$ cat config.mk
export PLATFORM = sky130hd
export DESIGN_NAME = scaler_ctrl_top
export DESIGN_NICKNAME = d
export VERILOG_FILES = /design/src/verilog/io_cmd_pkg.sv /design/src/verilog/video_pkg.sv /design/src/verilog/io_word_if.sv /design/src/verilog/scaler_cfg_if.sv /design/src/verilog/io_cmd_rx.sv /design/src/verilog/scaler_cfg_regs.sv /design/src/verilog/ar_muldiv.sv /design/src/verilog/video_window_calc.sv /design/src/verilog/scaler_ctrl_top.sv
export SDC_FILE = /design/constraint.sdc
export NUM_CORES = 1
export LEC_CHECK = 0
export BUFFER_PORTS_ARGS = -buffer_cell sky130_fd_sc_hd__buf_4
export CORE_MARGIN = 3
export CORE_UTILIZATION = 36
export DETAILED_ROUTE_END_ITERATION = 16
export PLACE_DENSITY = 0.57
export SLEW_MARGIN = 5
export SYNTH_ARGS = -nofsm -noshare
export SYNTH_HDL_FRONTEND = slang
export SYNTH_SLANG_ARGS = --single-unit
$ cat constraint.sdc
create_clock -name clk_sys -period 6.75 [get_ports clk_sys]
set_input_delay 2.025 -clock clk_sys [delete_from_list [all_inputs] [get_ports clk_sys]]
set_output_delay 2.025 -clock clk_sys [all_outputs]
set_load 0.03 [all_outputs]
$ cat src/verilog/io_cmd_pkg.sv
`default_nettype none

package io_cmd_pkg;

	// Host bus widths
	localparam int IO_W  = 16;
	localparam int CMD_W = 8;
	localparam int IDX_W = 4;

	typedef logic [IO_W-1:0]  io_word_t;
	typedef logic [CMD_W-1:0] cmd_t;
	typedef logic [IDX_W-1:0] word_idx_t;

	// Command codes, low byte of the first word in a frame
	localparam cmd_t CMD_VIDEO_MODE = 8'h20;
	localparam cmd_t CMD_VSET       = 8'h27;
	localparam cmd_t CMD_HSET       = 8'h37;
	localparam cmd_t CMD_ARC        = 8'h3A;
	localparam cmd_t CMD_STATUS     = 8'h40;

	// Reply to the video mode command word
	localparam io_word_t REPLY_MODE_OK = 16'd1;

endpackage

`default_nettype wire

$ cat src/verilog/video_pkg.sv
`default_nettype none

package video_pkg;

	localparam int DIM_W = 12;

	// Pixel or line count
	typedef logic [DIM_W-1:0] dim_t;

	// Top bit set means an absolute size, not a ratio
	typedef logic [DIM_W:0] ar_coord_t;

	typedef struct packed {
		dim_t arx;
		dim_t ary;
		logic arxy;
	} aspect_t;

	// 1920x1080 until the host sends a mode
	localparam int DEF_WIDTH  = 1920;
	localparam int DEF_HEIGHT = 1080;

	// Operand and result width of the aspect multiply-divide
	localparam int MD_W = 12;

endpackage

`default_nettype wire

$ cat src/verilog/io_word_if.sv
`timescale 1ns/1ps
`default_nettype none

interface io_word_if import io_cmd_pkg::*; ();

	logic      strobe;
	logic      is_cmd;
	cmd_t      cmd;
	word_idx_t idx;
	io_word_t  data;
	// Synchronized select level
	logic      frame;

	modport rx (
		output strobe, is_cmd, cmd, idx, data, frame
	);

	modport regs (
		input strobe, is_cmd, cmd, idx, data, frame
	);

endinterface

`default_nettype wire

$ cat src/verilog/scaler_cfg_if.sv
`timescale 1ns/1ps
`default_nettype none

interface scaler_cfg_if import video_pkg::*; ();

	// Output mode
	dim_t      width;
	dim_t      height;
	logic      pixel_rep;

	// Limits and free scale
	dim_t      hset;
	dim_t      vset;
	logic      freescale;

	// Custom aspect ratios
	ar_coord_t arc1x;
	ar_coord_t arc1y;
	ar_coord_t arc2x;
	ar_coord_t arc2y;

	modport regs (
		output width, height, pixel_rep, hset, vset, freescale,
		output arc1x, arc1y, arc2x, arc2y
	);

	modport calc (
		input width, height, pixel_rep, hset, vset, freescale,
		input arc1x, arc1y, arc2x, arc2y
	);

endinterface

`default_nettype wire

$ cat src/verilog/io_cmd_rx.sv
`timescale 1ns/1ps
`default_nettype none

module io_cmd_rx import io_cmd_pkg::*; (
	input  wire           clk_sys,
	input  wire           resetd,
	input  wire io_word_t i_io_din,
	input  wire           i_io_clk,
	input  wire           i_io_ss,
	output logic          o_io_ack,
	io_word_if.rx         io_word
);

	io_word_t  din_meta, din_sync;
	logic      clk_meta, clk_sync, clk_dly;
	logic      ss_meta, ss_sync;
	logic      strobe;
	logic      has_cmd;
	cmd_t      cmd;
	word_idx_t cnt;

	//////////////////////////////////////////////////////////////////////
	// Bus synchronizer

	always_ff @(posedge clk_sys) begin
		din_meta <= i_io_din;
		din_sync <= din_meta;
	end

	always_ff @(posedge clk_sys) begin
		if (resetd) begin
			clk_meta <= 1'b0;
			clk_sync <= 1'b0;
			clk_dly  <= 1'b0;
			ss_meta  <= 1'b0;
			ss_sync  <= 1'b0;
			o_io_ack <= 1'b0;
		end else begin
			clk_meta <= i_io_clk;
			clk_sync <= clk_meta;
			clk_dly  <= clk_sync;
			ss_meta  <= i_io_ss;
			ss_sync  <= ss_meta;
			// Ack trails the edge by two cycles
			o_io_ack <= clk_dly;
		end
	end

	// One pulse per rising bus clock
	assign strobe = clk_sync & ~clk_dly;

	//////////////////////////////////////////////////////////////////////
	// Command framing

	always_ff @(posedge clk_sys) begin
		if (resetd || !ss_sync) begin
			has_cmd <= 1'b0;
			cmd     <= '0;
			cnt     <= '0;
		end else if (strobe) begin
			if (!has_cmd) begin
				has_cmd <= 1'b1;
				cmd     <= din_sync[CMD_W-1:0];
				cnt     <= '0;
			end else if (cnt != '1) begin
				// Saturates on long frames
				cnt <= cnt + 1'b1;
			end
		end
	end

	assign io_word.strobe = strobe;
	assign io_word.is_cmd = ~has_cmd;
	assign io_word.cmd    = cmd;
	assign io_word.idx    = cnt;
	assign io_word.data   = din_sync;
	assign io_word.frame  = ss_sync;

endmodule

`default_nettype wire

$ cat src/verilog/scaler_cfg_regs.sv
`timescale 1ns/1ps
`default_nettype none

module scaler_cfg_regs import io_cmd_pkg::*, video_pkg::*; (
	input  wire          clk_sys,
	input  wire          resetd,
	io_word_if.regs      io_word,
	input  wire aspect_t i_aspect,
	output io_word_t     o_io_dout,
	scaler_cfg_if.regs   cfg
);

	logic data_strobe;

	assign data_strobe = io_word.strobe & ~io_word.is_cmd;

	//////////////////////////////////////////////////////////////////////
	// Settings

	always_ff @(posedge clk_sys) begin
		if (resetd) begin
			cfg.width     <= dim_t'(DEF_WIDTH);
			cfg.height    <= dim_t'(DEF_HEIGHT);
			cfg.pixel_rep <= 1'b0;
			cfg.hset      <= '0;
			cfg.vset      <= '0;
			cfg.freescale <= 1'b0;
			cfg.arc1x     <= '0;
			cfg.arc1y     <= '0;
			cfg.arc2x     <= '0;
			cfg.arc2y     <= '0;
		end else if (data_strobe) begin
			case (io_word.cmd)
				CMD_VIDEO_MODE: begin
					// Only width, repeat bit and height are kept
					case (io_word.idx)
						4'd0: begin
							cfg.pixel_rep <= io_word.data[15];
							cfg.width     <= io_word.data[DIM_W-1:0];
						end
						4'd4: begin
							cfg.height <= io_word.data[DIM_W-1:0];
						end
						default: begin
						end
					endcase
				end
				CMD_VSET: begin
					cfg.vset <= io_word.data[DIM_W-1:0];
				end
				CMD_HSET: begin
					cfg.freescale <= io_word.data[15];
					cfg.hset      <= io_word.data[DIM_W-1:0];
				end
				CMD_ARC: begin
					case (io_word.idx)
						4'd0: cfg.arc1x <= io_word.data[DIM_W:0];
						4'd1: cfg.arc1y <= io_word.data[DIM_W:0];
						4'd2: cfg.arc2x <= io_word.data[DIM_W:0];
						4'd3: cfg.arc2y <= io_word.data[DIM_W:0];
						default: begin
						end
					endcase
				end
				default: begin
				end
			endcase
		end
	end

	//////////////////////////////////////////////////////////////////////
	// Reply word, ready before the ack rises

	always_ff @(posedge clk_sys) begin
		if (resetd || !io_word.frame) begin
			o_io_dout <= '0;
		end else if (io_word.strobe) begin
			o_io_dout <= '0;
			if (io_word.is_cmd) begin
				if (io_word.data[CMD_W-1:0] == CMD_VIDEO_MODE) begin
					o_io_dout <= REPLY_MODE_OK;
				end
			end else if (io_word.cmd == CMD_STATUS) begin
				// Resolved aspect, absolute flag at bit 12
				case (io_word.idx)
					4'd0: o_io_dout <= io_word_t'({i_aspect.arxy, i_aspect.arx});
					4'd1: o_io_dout <= io_word_t'({i_aspect.arxy, i_aspect.ary});
					default: begin
					end
				endcase
			end
		end
	end

endmodule

`default_nettype wire

$ cat src/verilog/ar_muldiv.sv
`timescale 1ns/1ps
`default_nettype none

module ar_muldiv import video_pkg::*; #(
	parameter int MD_W = video_pkg::MD_W
) (
	input  wire             clk_sys,
	input  wire             resetd,
	input  wire             i_start,
	input  wire [MD_W-1:0]  i_mul1,
	input  wire [MD_W-1:0]  i_mul2,
	input  wire [MD_W-1:0]  i_div,
	output logic            o_busy,
	output logic [MD_W-1:0] o_result
);

	localparam int CNT_W = $clog2(2 * MD_W);

	logic [MD_W-1:0]   mul_a, mul_b, div_d;
	logic [2*MD_W-1:0] quo;
	logic [MD_W:0]     rem, rem_shift;
	logic [CNT_W-1:0]  step;
	logic              mul_phase;

	// Next dividend bit enters the partial remainder
	assign rem_shift = {rem[MD_W-1:0], quo[2*MD_W-1]};

	always_ff @(posedge clk_sys) begin
		if (resetd) begin
			o_busy    <= 1'b0;
			mul_phase <= 1'b0;
			step      <= '0;
		end else if (i_start) begin
			o_busy    <= 1'b1;
			mul_phase <= 1'b1;
			mul_a     <= i_mul1;
			mul_b     <= i_mul2;
			div_d     <= i_div;
		end else if (mul_phase) begin
			mul_phase <= 1'b0;
			quo       <= {{MD_W{1'b0}}, mul_a} * {{MD_W{1'b0}}, mul_b};
			rem       <= '0;
			step      <= '0;
		end else if (o_busy) begin
			// Restoring division with one quotient bit per cycle
			if (rem_shift >= {1'b0, div_d}) begin
				rem <= rem_shift - {1'b0, div_d};
				quo <= {quo[2*MD_W-2:0], 1'b1};
			end else begin
				rem <= rem_shift;
				quo <= {quo[2*MD_W-2:0], 1'b0};
			end
			step <= step + 1'b1;
			if (step == CNT_W'(2 * MD_W - 1)) begin
				o_busy <= 1'b0;
			end
		end
	end

	assign o_result = quo[MD_W-1:0];

endmodule

`default_nettype wire

$ cat src/verilog/video_window_calc.sv
`timescale 1ns/1ps
`default_nettype none

module video_window_calc import video_pkg::*; (
	input  wire            clk_sys,
	input  wire            resetd,
	scaler_cfg_if.calc     cfg,
	input  wire ar_coord_t i_arx,
	input  wire ar_coord_t i_ary,
	output aspect_t        o_aspect,
	output dim_t           o_hmin,
	output dim_t           o_hmax,
	output dim_t           o_vmin,
	output dim_t           o_vmax
);

	typedef enum logic [2:0] {
		ST_CHECK, ST_W_START, ST_W_WAIT, ST_H_START, ST_H_WAIT, ST_CLAMP, ST_CENTRE
	} state_t;

	state_t          state;
	dim_t            tgt_w, tgt_h;
	dim_t            wcalc, hcalc;
	dim_t            videow, videoh;
	logic            md_start, md_busy;
	logic [MD_W-1:0] md_mul1, md_mul2, md_div, md_result;

	//////////////////////////////////////////////////////////////////////
	// Target size and aspect selection

	always_ff @(posedge clk_sys) begin
		tgt_h <= (cfg.vset != '0 && cfg.vset < cfg.height) ? cfg.vset : cfg.height;
		tgt_w <= ((cfg.hset != '0 && cfg.hset < cfg.width) ? cfg.hset : cfg.width)
			<< cfg.pixel_rep;

		if (i_ary == '0) begin
			if (i_arx == ar_coord_t'(1)) begin
				o_aspect.arx  <= cfg.arc1x[DIM_W-1:0];
				o_aspect.ary  <= cfg.arc1y[DIM_W-1:0];
				o_aspect.arxy <= cfg.arc1x[DIM_W] | cfg.arc1y[DIM_W];
			end else if (i_arx == ar_coord_t'(2)) begin
				o_aspect.arx  <= cfg.arc2x[DIM_W-1:0];
				o_aspect.ary  <= cfg.arc2y[DIM_W-1:0];
				o_aspect.arxy <= cfg.arc2x[DIM_W] | cfg.arc2y[DIM_W];
			end else begin
				o_aspect <= '0;
			end
		end else begin
			o_aspect.arx  <= i_arx[DIM_W-1:0];
			o_aspect.ary  <= i_ary[DIM_W-1:0];
			o_aspect.arxy <= i_arx[DIM_W] | i_ary[DIM_W];
		end
	end

	//////////////////////////////////////////////////////////////////////
	// Window pass, repeats forever

	always_ff @(posedge clk_sys) begin
		if (resetd) begin
			state    <= ST_CHECK;
			md_start <= 1'b0;
			o_hmin   <= '0;
			o_hmax   <= '0;
			o_vmin   <= '0;
			o_vmax   <= '0;
		end else begin
			md_start <= 1'b0;
			case (state)
				ST_CHECK: begin
					if (cfg.freescale || o_aspect.arx == '0 || o_aspect.ary == '0) begin
						wcalc <= tgt_w;
						hcalc <= tgt_h;
						state <= ST_CLAMP;
					end else if (o_aspect.arxy) begin
						wcalc <= o_aspect.arx;
						hcalc <= o_aspect.ary;
						state <= ST_CLAMP;
					end else begin
						state <= ST_W_START;
					end
				end
				ST_W_START: begin
					md_mul1  <= tgt_h;
					md_mul2  <= o_aspect.arx;
					md_div   <= o_aspect.ary;
					md_start <= 1'b1;
					state    <= ST_W_WAIT;
				end
				ST_W_WAIT: begin
					wcalc <= md_result;
					if (!md_start && !md_busy) begin
						state <= ST_H_START;
					end
				end
				ST_H_START: begin
					md_mul1  <= tgt_w;
					md_mul2  <= o_aspect.ary;
					md_div   <= o_aspect.arx;
					md_start <= 1'b1;
					state    <= ST_H_WAIT;
				end
				ST_H_WAIT: begin
					hcalc <= md_result;
					if (!md_start && !md_busy) begin
						state <= ST_CLAMP;
					end
				end
				ST_CLAMP: begin
					// Width back to source pixels when repeated
					videow <= (wcalc > tgt_w) ? (tgt_w >> cfg.pixel_rep) : (wcalc >> cfg.pixel_rep);
					videoh <= (hcalc > tgt_h) ? tgt_h : hcalc;
					state  <= ST_CENTRE;
				end
				ST_CENTRE: begin
					o_hmin <= (cfg.width - videow) >> 1;
					o_hmax <= ((cfg.width - videow) >> 1) + videow - 1'b1;
					o_vmin <= (cfg.height - videoh) >> 1;
					o_vmax <= ((cfg.height - videoh) >> 1) + videoh - 1'b1;
					state  <= ST_CHECK;
				end
				default: begin
					state <= ST_CHECK;
				end
			endcase
		end
	end

	ar_muldiv #(
		.MD_W (MD_W)
	) ar_muldiv_inst (
		.clk_sys  (clk_sys),
		.resetd   (resetd),
		.i_start  (md_start),
		.i_mul1   (md_mul1),
		.i_mul2   (md_mul2),
		.i_div    (md_div),
		.o_busy   (md_busy),
		.o_result (md_result)
	);

endmodule

`default_nettype wire

$ cat src/verilog/scaler_ctrl_top.sv
`timescale 1ns/1ps
`default_nettype none

module scaler_ctrl_top import io_cmd_pkg::*, video_pkg::*; (
	input  wire            clk_sys,
	input  wire            resetd,
	input  wire io_word_t  i_io_din,
	input  wire            i_io_clk,
	input  wire            i_io_ss,
	// Aspect request from the core
	input  wire ar_coord_t i_arx,
	input  wire ar_coord_t i_ary,
	output io_word_t       o_io_dout,
	output logic           o_io_ack,
	output dim_t           o_hmin,
	output dim_t           o_hmax,
	output dim_t           o_vmin,
	output dim_t           o_vmax
);

	io_word_if    io_word ();
	scaler_cfg_if scaler_cfg ();
	aspect_t      aspect;

	io_cmd_rx io_cmd_rx_inst (
		.clk_sys  (clk_sys),
		.resetd   (resetd),
		.i_io_din (i_io_din),
		.i_io_clk (i_io_clk),
		.i_io_ss  (i_io_ss),
		.o_io_ack (o_io_ack),
		.io_word  (io_word.rx)
	);

	scaler_cfg_regs scaler_cfg_regs_inst (
		.clk_sys   (clk_sys),
		.resetd    (resetd),
		.io_word   (io_word.regs),
		.i_aspect  (aspect),
		.o_io_dout (o_io_dout),
		.cfg       (scaler_cfg.regs)
	);

	video_window_calc video_window_calc_inst (
		.clk_sys  (clk_sys),
		.resetd   (resetd),
		.cfg      (scaler_cfg.calc),
		.i_arx    (i_arx),
		.i_ary    (i_ary),
		.o_aspect (aspect),
		.o_hmin   (o_hmin),
		.o_hmax   (o_hmax),
		.o_vmin   (o_vmin),
		.o_vmax   (o_vmax)
	);

endmodule

`default_nettype wire

== Yosys cells after proc, flatten, opt, wreduce, memory -nomap -nowiden ==
Index checks and enable logic that the tools add are counted.

* $add $sub $neg: 9
* Multipliers: 1
* Magnitude comparators: 5
* Equal/unequal tests: 25
* Shift operators: 3
* Multiplexer cells: 40
* Bitwise operators: 9
* Reduce and logical (&&, ||, !) cells: 39

{| class="wikitable"
|+ Operators by type and width
! kind !! count
|-
| 12-bit 2-to-1 mux || 10
|-
| 12-bit case mux with 2 select lines || 5
|-
| 25-bit 2-to-1 mux || 3
|-
| 24-bit 2-to-1 mux || 2
|-
| 8-bit by 6-bit equality test with 1-bit output, second input constant || 5
|-
| 12-bit subtractor || 3
|-
| 16-bit 2-to-1 mux || 2
|-
| 3-bit AND reduction || 9
|-
| 13-bit case mux with 2 select lines || 1
|-
| 11-bit by 12-bit adder with 12-bit output || 2
|-
| 12-bit greater-than comparator || 2
|-
| 12-bit zero test || 2
|-
| 12-bit less-than comparator || 2
|-
| 12-bit by 12-bit multiplier with 24-bit output || 1
|-
| 12-bit nonzero test || 2
|-
| 12-bit by 1-bit right shift with 12-bit output || 2
|-
| 12-bit by 1-bit subtractor with 12-bit output, second input constant || 2
|-
| 3-bit case mux with 6 select lines || 1
|-
| 2-bit AND reduction || 9
|-
| 13-bit by 1-bit equality test with 1-bit output, second input constant || 1
|-
| 13-bit by 2-bit equality test with 1-bit output, second input constant || 1
|-
| 13-bit by 12-bit greater-or-equal comparator with 1-bit output || 1
|-
| 13-bit zero test || 1
|-
| 3-bit 2-to-1 mux || 4
|-
| 28 further kinds || 58
|}

* Register bits after elaboration: 431
* Output and inout bits: 65
* Logic and storage cells: 179

== Depth between registers and ports, before layout ==
* Depth after elaboration: 5
* Gate-level depth with buffers: 20

== By module ==
A second synthesis with hierarchy kept.

* Cells, all modules: 2641
* Area total of the unflattened synthesis: 25728.4 sq um

{| class="wikitable"
|+ By module, submodules not included
! module !! instances !! cells each !! area an instance (sq um)
|-
| video_window_calc || 1 || 1219 || 11491.0
|-
| ar_muldiv || 1 || 843 || 8364.3
|-
| scaler_cfg_regs || 1 || 472 || 4541.9
|-
| io_cmd_rx || 1 || 107 || 1331.3
|}

== Worst setup path before layout ==
OpenSTA, ideal clock, no wires.

* Kind: reg2reg
* From: reg video_window_calc_inst.ar_muldiv_inst.mul_a[3]
* To: reg video_window_calc_inst.ar_muldiv_inst.quo[16], data pin
* Data arrival time: 4994 ps
* Required time: 6490 ps
* Slack: 1496 ps
* Cell stages (with the launch flop): 19
* Cells stage by stage: edfxtp_1 clkbuf_1 and2_1 fa_1 inv_1 fa_1 inv_1 fa_1 fa_1 inv_1 fa_1 inv_1 ha_1 or4_1 o22ai_1 o21ai_1 a21oi_2 xnor2_1 mux2_2

* Cells in the longest elaborated chain, start to end: 2

{| class="wikitable"
|+ Ends and longest elaborated chain
! item !! RTL line !! text
|-
| from (decl) || ar_muldiv.sv:19 || <nowiki>logic [MD_W-1:0] mul_a, mul_b, div_d;</nowiki>
|-
| from (signal assigned) || ar_muldiv.sv:36 || <nowiki>mul_a <= i_mul1;</nowiki>
|-
| 12-bit by 12-bit multiplier with 24-bit output || ar_muldiv.sv:41 || <nowiki>quo <= {{MD_W{1'b0}}, mul_a} * {{MD_W{1'b0}}, mul_b};</nowiki>
|-
| 24-bit 2-to-1 mux || ar_muldiv.sv:39 || <nowiki>end else if (mul_phase) begin</nowiki>
|-
| to (signal assigned) || ar_muldiv.sv:41 ||
|-
| to (signal assigned) || ar_muldiv.sv:48 || <nowiki>quo <= {quo[2*MD_W-2:0], 1'b1};</nowiki>
|-
| to (signal assigned) || ar_muldiv.sv:51 || <nowiki>quo <= {quo[2*MD_W-2:0], 1'b0};</nowiki>
|-
| to (decl) || ar_muldiv.sv:20 || <nowiki>logic [2*MD_W-1:0] quo;</nowiki>
|}

Every way passes these cells.
A chain may end at the register's enable or synchronous reset.

== Final worst setup path ==
* From: reg video_window_calc_inst.ar_muldiv_inst.mul_a[0]
* To: reg video_window_calc_inst.ar_muldiv_inst.quo[16], data pin

The elaborated chain is that of the path after synthesis.

==> impl_metrics.env <==
export IMPL_cts_hold_buffers=0
export IMPL_num_vias=19000
export IMPL_worstSetupPathType="reg -> reg"
export IMPL_hold_viol=0
export IMPL_grt_pass1_vias=19000
export IMPL_clk_pin_slew_ns=0.07
export IMPL_syn2layout_area_growth_pct=11.9
export IMPL_worstSetupStartpointType="register"
export IMPL_drc=0
export IMPL_viasPerCell=5.20
export IMPL_power_share_switching=0.294
export IMPL_tightest_slew_ns=1.19
export IMPL_place_area_sq_um=27100
export IMPL_ys_warn_count=0
export IMPL_maxSlewViolCount=0
export IMPL_holdWs_ns=0.319
export IMPL_final_common_cell="inv_1"
export IMPL_htree_levels=2
export IMPL_drive_gt1_frac=0.110
export IMPL_fmax_mhz=173
export IMPL_final_cell_area_sq_um=28700
export IMPL_fp_dieW_um=273
export IMPL_sequentialPowerShare=0.421
export IMPL_clock_power_share=0.373
export IMPL_drtIter0Drc=1355
export IMPL_status="finished clean"
export IMPL_rows=97
export IMPL_setup_tns_ns=0
export IMPL_synthTopCellsByArea="dfxtp_1, edfxtp_1, ha_1"
export IMPL_slew_headroom=0.206
export IMPL_grt_ovfl_total=0
export IMPL_ys_async_sr_fraction=0
export IMPL_synth_ff_type="dfxtp_1"
export IMPL_drt_total_wl_um=66700
export IMPL_drt_first_pass_iters=5
export IMPL_ys_seq_area_frac=0.392
export IMPL_nFillCells=6775
export IMPL_grt_pass1_wl_um=107000
export IMPL_cp_data_arrival_time_ns=6.11
export IMPL_grt_total_usage=0.179
export IMPL_hp_start="io_cmd_rx_inst.din_meta[2]"
export IMPL_rsz0062_at_grt="no"
export IMPL_pwr_share_comb=0.206
export IMPL_synth_largest_area_cell="dfxtp_1"
export IMPL_r2r_start="video_window_calc_inst.ar_muldiv_inst.mul_a[0]"
export IMPL_end_kind="register"
export IMPL_internal_power_w=0.00479
export IMPL_finish_utilization=0.408
export IMPL_period_needed_ns=5.77
export IMPL_io_buffers=103
export IMPL_ant_nets=0
export IMPL_root_buffer="clkbuf_16"
export IMPL_clk_latency_ns=0.59
export IMPL_num_io_pins=111
export IMPL_dieArea_sq_um=74400
export IMPL_routedWlPerCell_um=18.3
export IMPL_finalNetCount=3010
export IMPL_dp_hpwl_um=48900
export IMPL_cts_tree="done"
export IMPL_final_cell_mix="inv_1, nand2_1, dfxtp_1, ha_1, nor2_1"
export IMPL_clockBufferDepth=3
export IMPL_ir_worst_vdd_uv=166
export IMPL_cts_setup_buffers=0
export IMPL_total_power_w=0.00678
export IMPL_p_sw_w=0.00199
export IMPL_grt_max_degree=83
export IMPL_crit_fanout=12
export IMPL_fin_crit_sh=0.855
export IMPL_p_leak_nw=12.3
export IMPL_diodes=0
export IMPL_cp_startpoint="video_window_calc_inst.ar_muldiv_inst.mul_a[0]"
export IMPL_reg2reg_depth=16
export IMPL_min_path_type="reg -> reg"
export IMPL_clock_sinks=424
export IMPL_skew_ns=0.0209
export IMPL_gp_congestion=0.868
export IMPL_required_ns=7.09
export IMPL_cts_inserted_buffers=46
export IMPL_ys_ff_latch=424
export IMPL_timing_max_cap_violations=0
export IMPL_netlist_area_sq_um=25600
export IMPL_ctsResizeCount=0
export IMPL_coreArea_sq_um=70300
export IMPL_finalSetupViolCount=0
export IMPL_p_per_area_nw_per_um2=237
export IMPL_synth_top_cell_area_share=0.210
export IMPL_synth_cell_types=74
export IMPL_die_h_um=273
export IMPL_netlist_instances=2642
export IMPL_antenna_found_initial=0
export IMPL_synth_avg_cell_area_sq_um=9.69
export IMPL_initial_core_util=0.364
export IMPL_hold_depth=0
export IMPL_synth_enable_flop_cells=156
## metal layers
metal  routed length [um]  share of wire  vias to the layer above  track usage
met3                 2580          0.039                       85       0.0213
li1                     -              -                     9169            -
met4                 1260          0.019                        0       0.0459
met2                33400           0.50                      406        0.316
met5                    0              0                        -            0
met1                29400           0.44                     9332        0.231
## kinds of logic (layout without fill, tap and decap cells)
| kind of cell | after synthesis | in the layout | synth area share |
|---|---|---|---|
| other cells | 1 | 5 | 0.000146 |
| flops | 424 | 424 | 0.392 |
| mux | 207 | 207 | 0.0840 |
| xor+xnor | 64 | 64 | 0.0219 |
| fa+ha+maj | 292 | 292 | 0.173 |
| compound gates | 494 | 494 | 0.123 |
| buf+inv | 421 | 484 | 0.0669 |
| simple gates | 739 | 739 | 0.138 |
## metrics by stage
step / setup WS [ns] / instances
detailed placement: 1.05 / 3564
global route: 0.744 / 3649
floorplan: 1.50 / 2646
finish: 0.980 / 3649
global placement: 0.998 / 3564
CTS: 0.967 / 3649
## worst max-delay path: stages, from the launching register on
cell and delay (ns):
edfxtp_1 0.72, nand2_1 0.18, fa_1 0.53, fa_1 0.55
inv_1 0.06, fa_1 0.52, fa_1 0.56, inv_1 0.06
fa_1 0.54, inv_1 0.05, ha_1 0.23, or4_1 0.54
o22ai_1 0.28, o21ai_1 0.12, a21oi_2 0.22, xnor2_1 0.09
mux2_2 0.26
## power groups by stage
stage	Sequential, W	Clock, W	Combinational (W)
after detailed placement	0.00291	0	0.00139
after global placement	0.00291	0	0.00137
after global routing	0.00286	0.00270	0.00158
final	0.00285	0.00253	0.00140
after floorplan	0.00286	0	0.00107
after CTS	0.00285	0.00260	0.00140
## cell type report
| type | count | area [sq um] | share of cell area |
|---|---|---|---|
| Clock buffer | 66 | 1350 | 0.0472 |
| Timing Repair Buffer | 124 | 931 | 0.0325 |
| Inverter | 275 | 1030 | 0.0360 |
| Tap cell | 940 | 1180 | 0.0410 |
| Sequential cell | 424 | 10000 | 0.351 |
| Clock inverter | 19 | 178 | 0.00620 |
| Multi-Input combinational cell | 1801 | 13900 | 0.486 |
## worst paths after layout
path | endpoint | slack [ns]
setup reg to reg | video_window_calc_inst.ar_muldiv_inst.quo[16] | 0.98
hold / removal | io_cmd_rx_inst.io_word.data[2] | 0.32
hold reg to reg | io_cmd_rx_inst.io_word.data[2] | 0.32
setup / recovery | video_window_calc_inst.ar_muldiv_inst.quo[16] | 0.98
## registers in the layout (all words and copies together), names as in the netlist, 13 cells and up
signal / flops
video_window_calc_inst.o_aspect: 25
scaler_cfg_regs_inst.cfg.arc1y: 13
scaler_cfg_regs_inst.cfg.arc2x: 13
video_window_calc_inst.ar_muldiv_inst.quo: 24
io_cmd_rx_inst.io_word.data: 14
scaler_cfg_regs_inst.cfg.arc2y: 13
io_cmd_rx_inst.din_meta: 14
scaler_cfg_regs_inst.cfg.arc1x: 13
scaler_cfg_regs_inst.o_io_dout: 13
## cells in the mapped netlist, types with 11 or more instances
cell       instances
buf_2             28
nand2b_1          13
nand2_1          272
nor2_1           177
nor3_1            29
a21oi_1          146
nor4_1            23
inv_1            274
a22oi_1           33
nand4_1           21
and2_1            67
edfxtp_1         156
and3_1            15
dfxtp_1          268
o21a_1            17
o211ai_1          18
xnor2_1           40
nor2b_1           23
a32oi_1           11
a31oi_1           18
nand3_1           49
mux2_2            63
a2111oi_0         12
clkbuf_1          96
fa_1             105
a21o_1            36
o21ai_0          100
a211oi_1          27
xor2_1            24
a22o_1            12
o21bai_1          19
mux2i_1          144
ha_1             187
No activity file was read; power rests on OpenSTA's default activity.
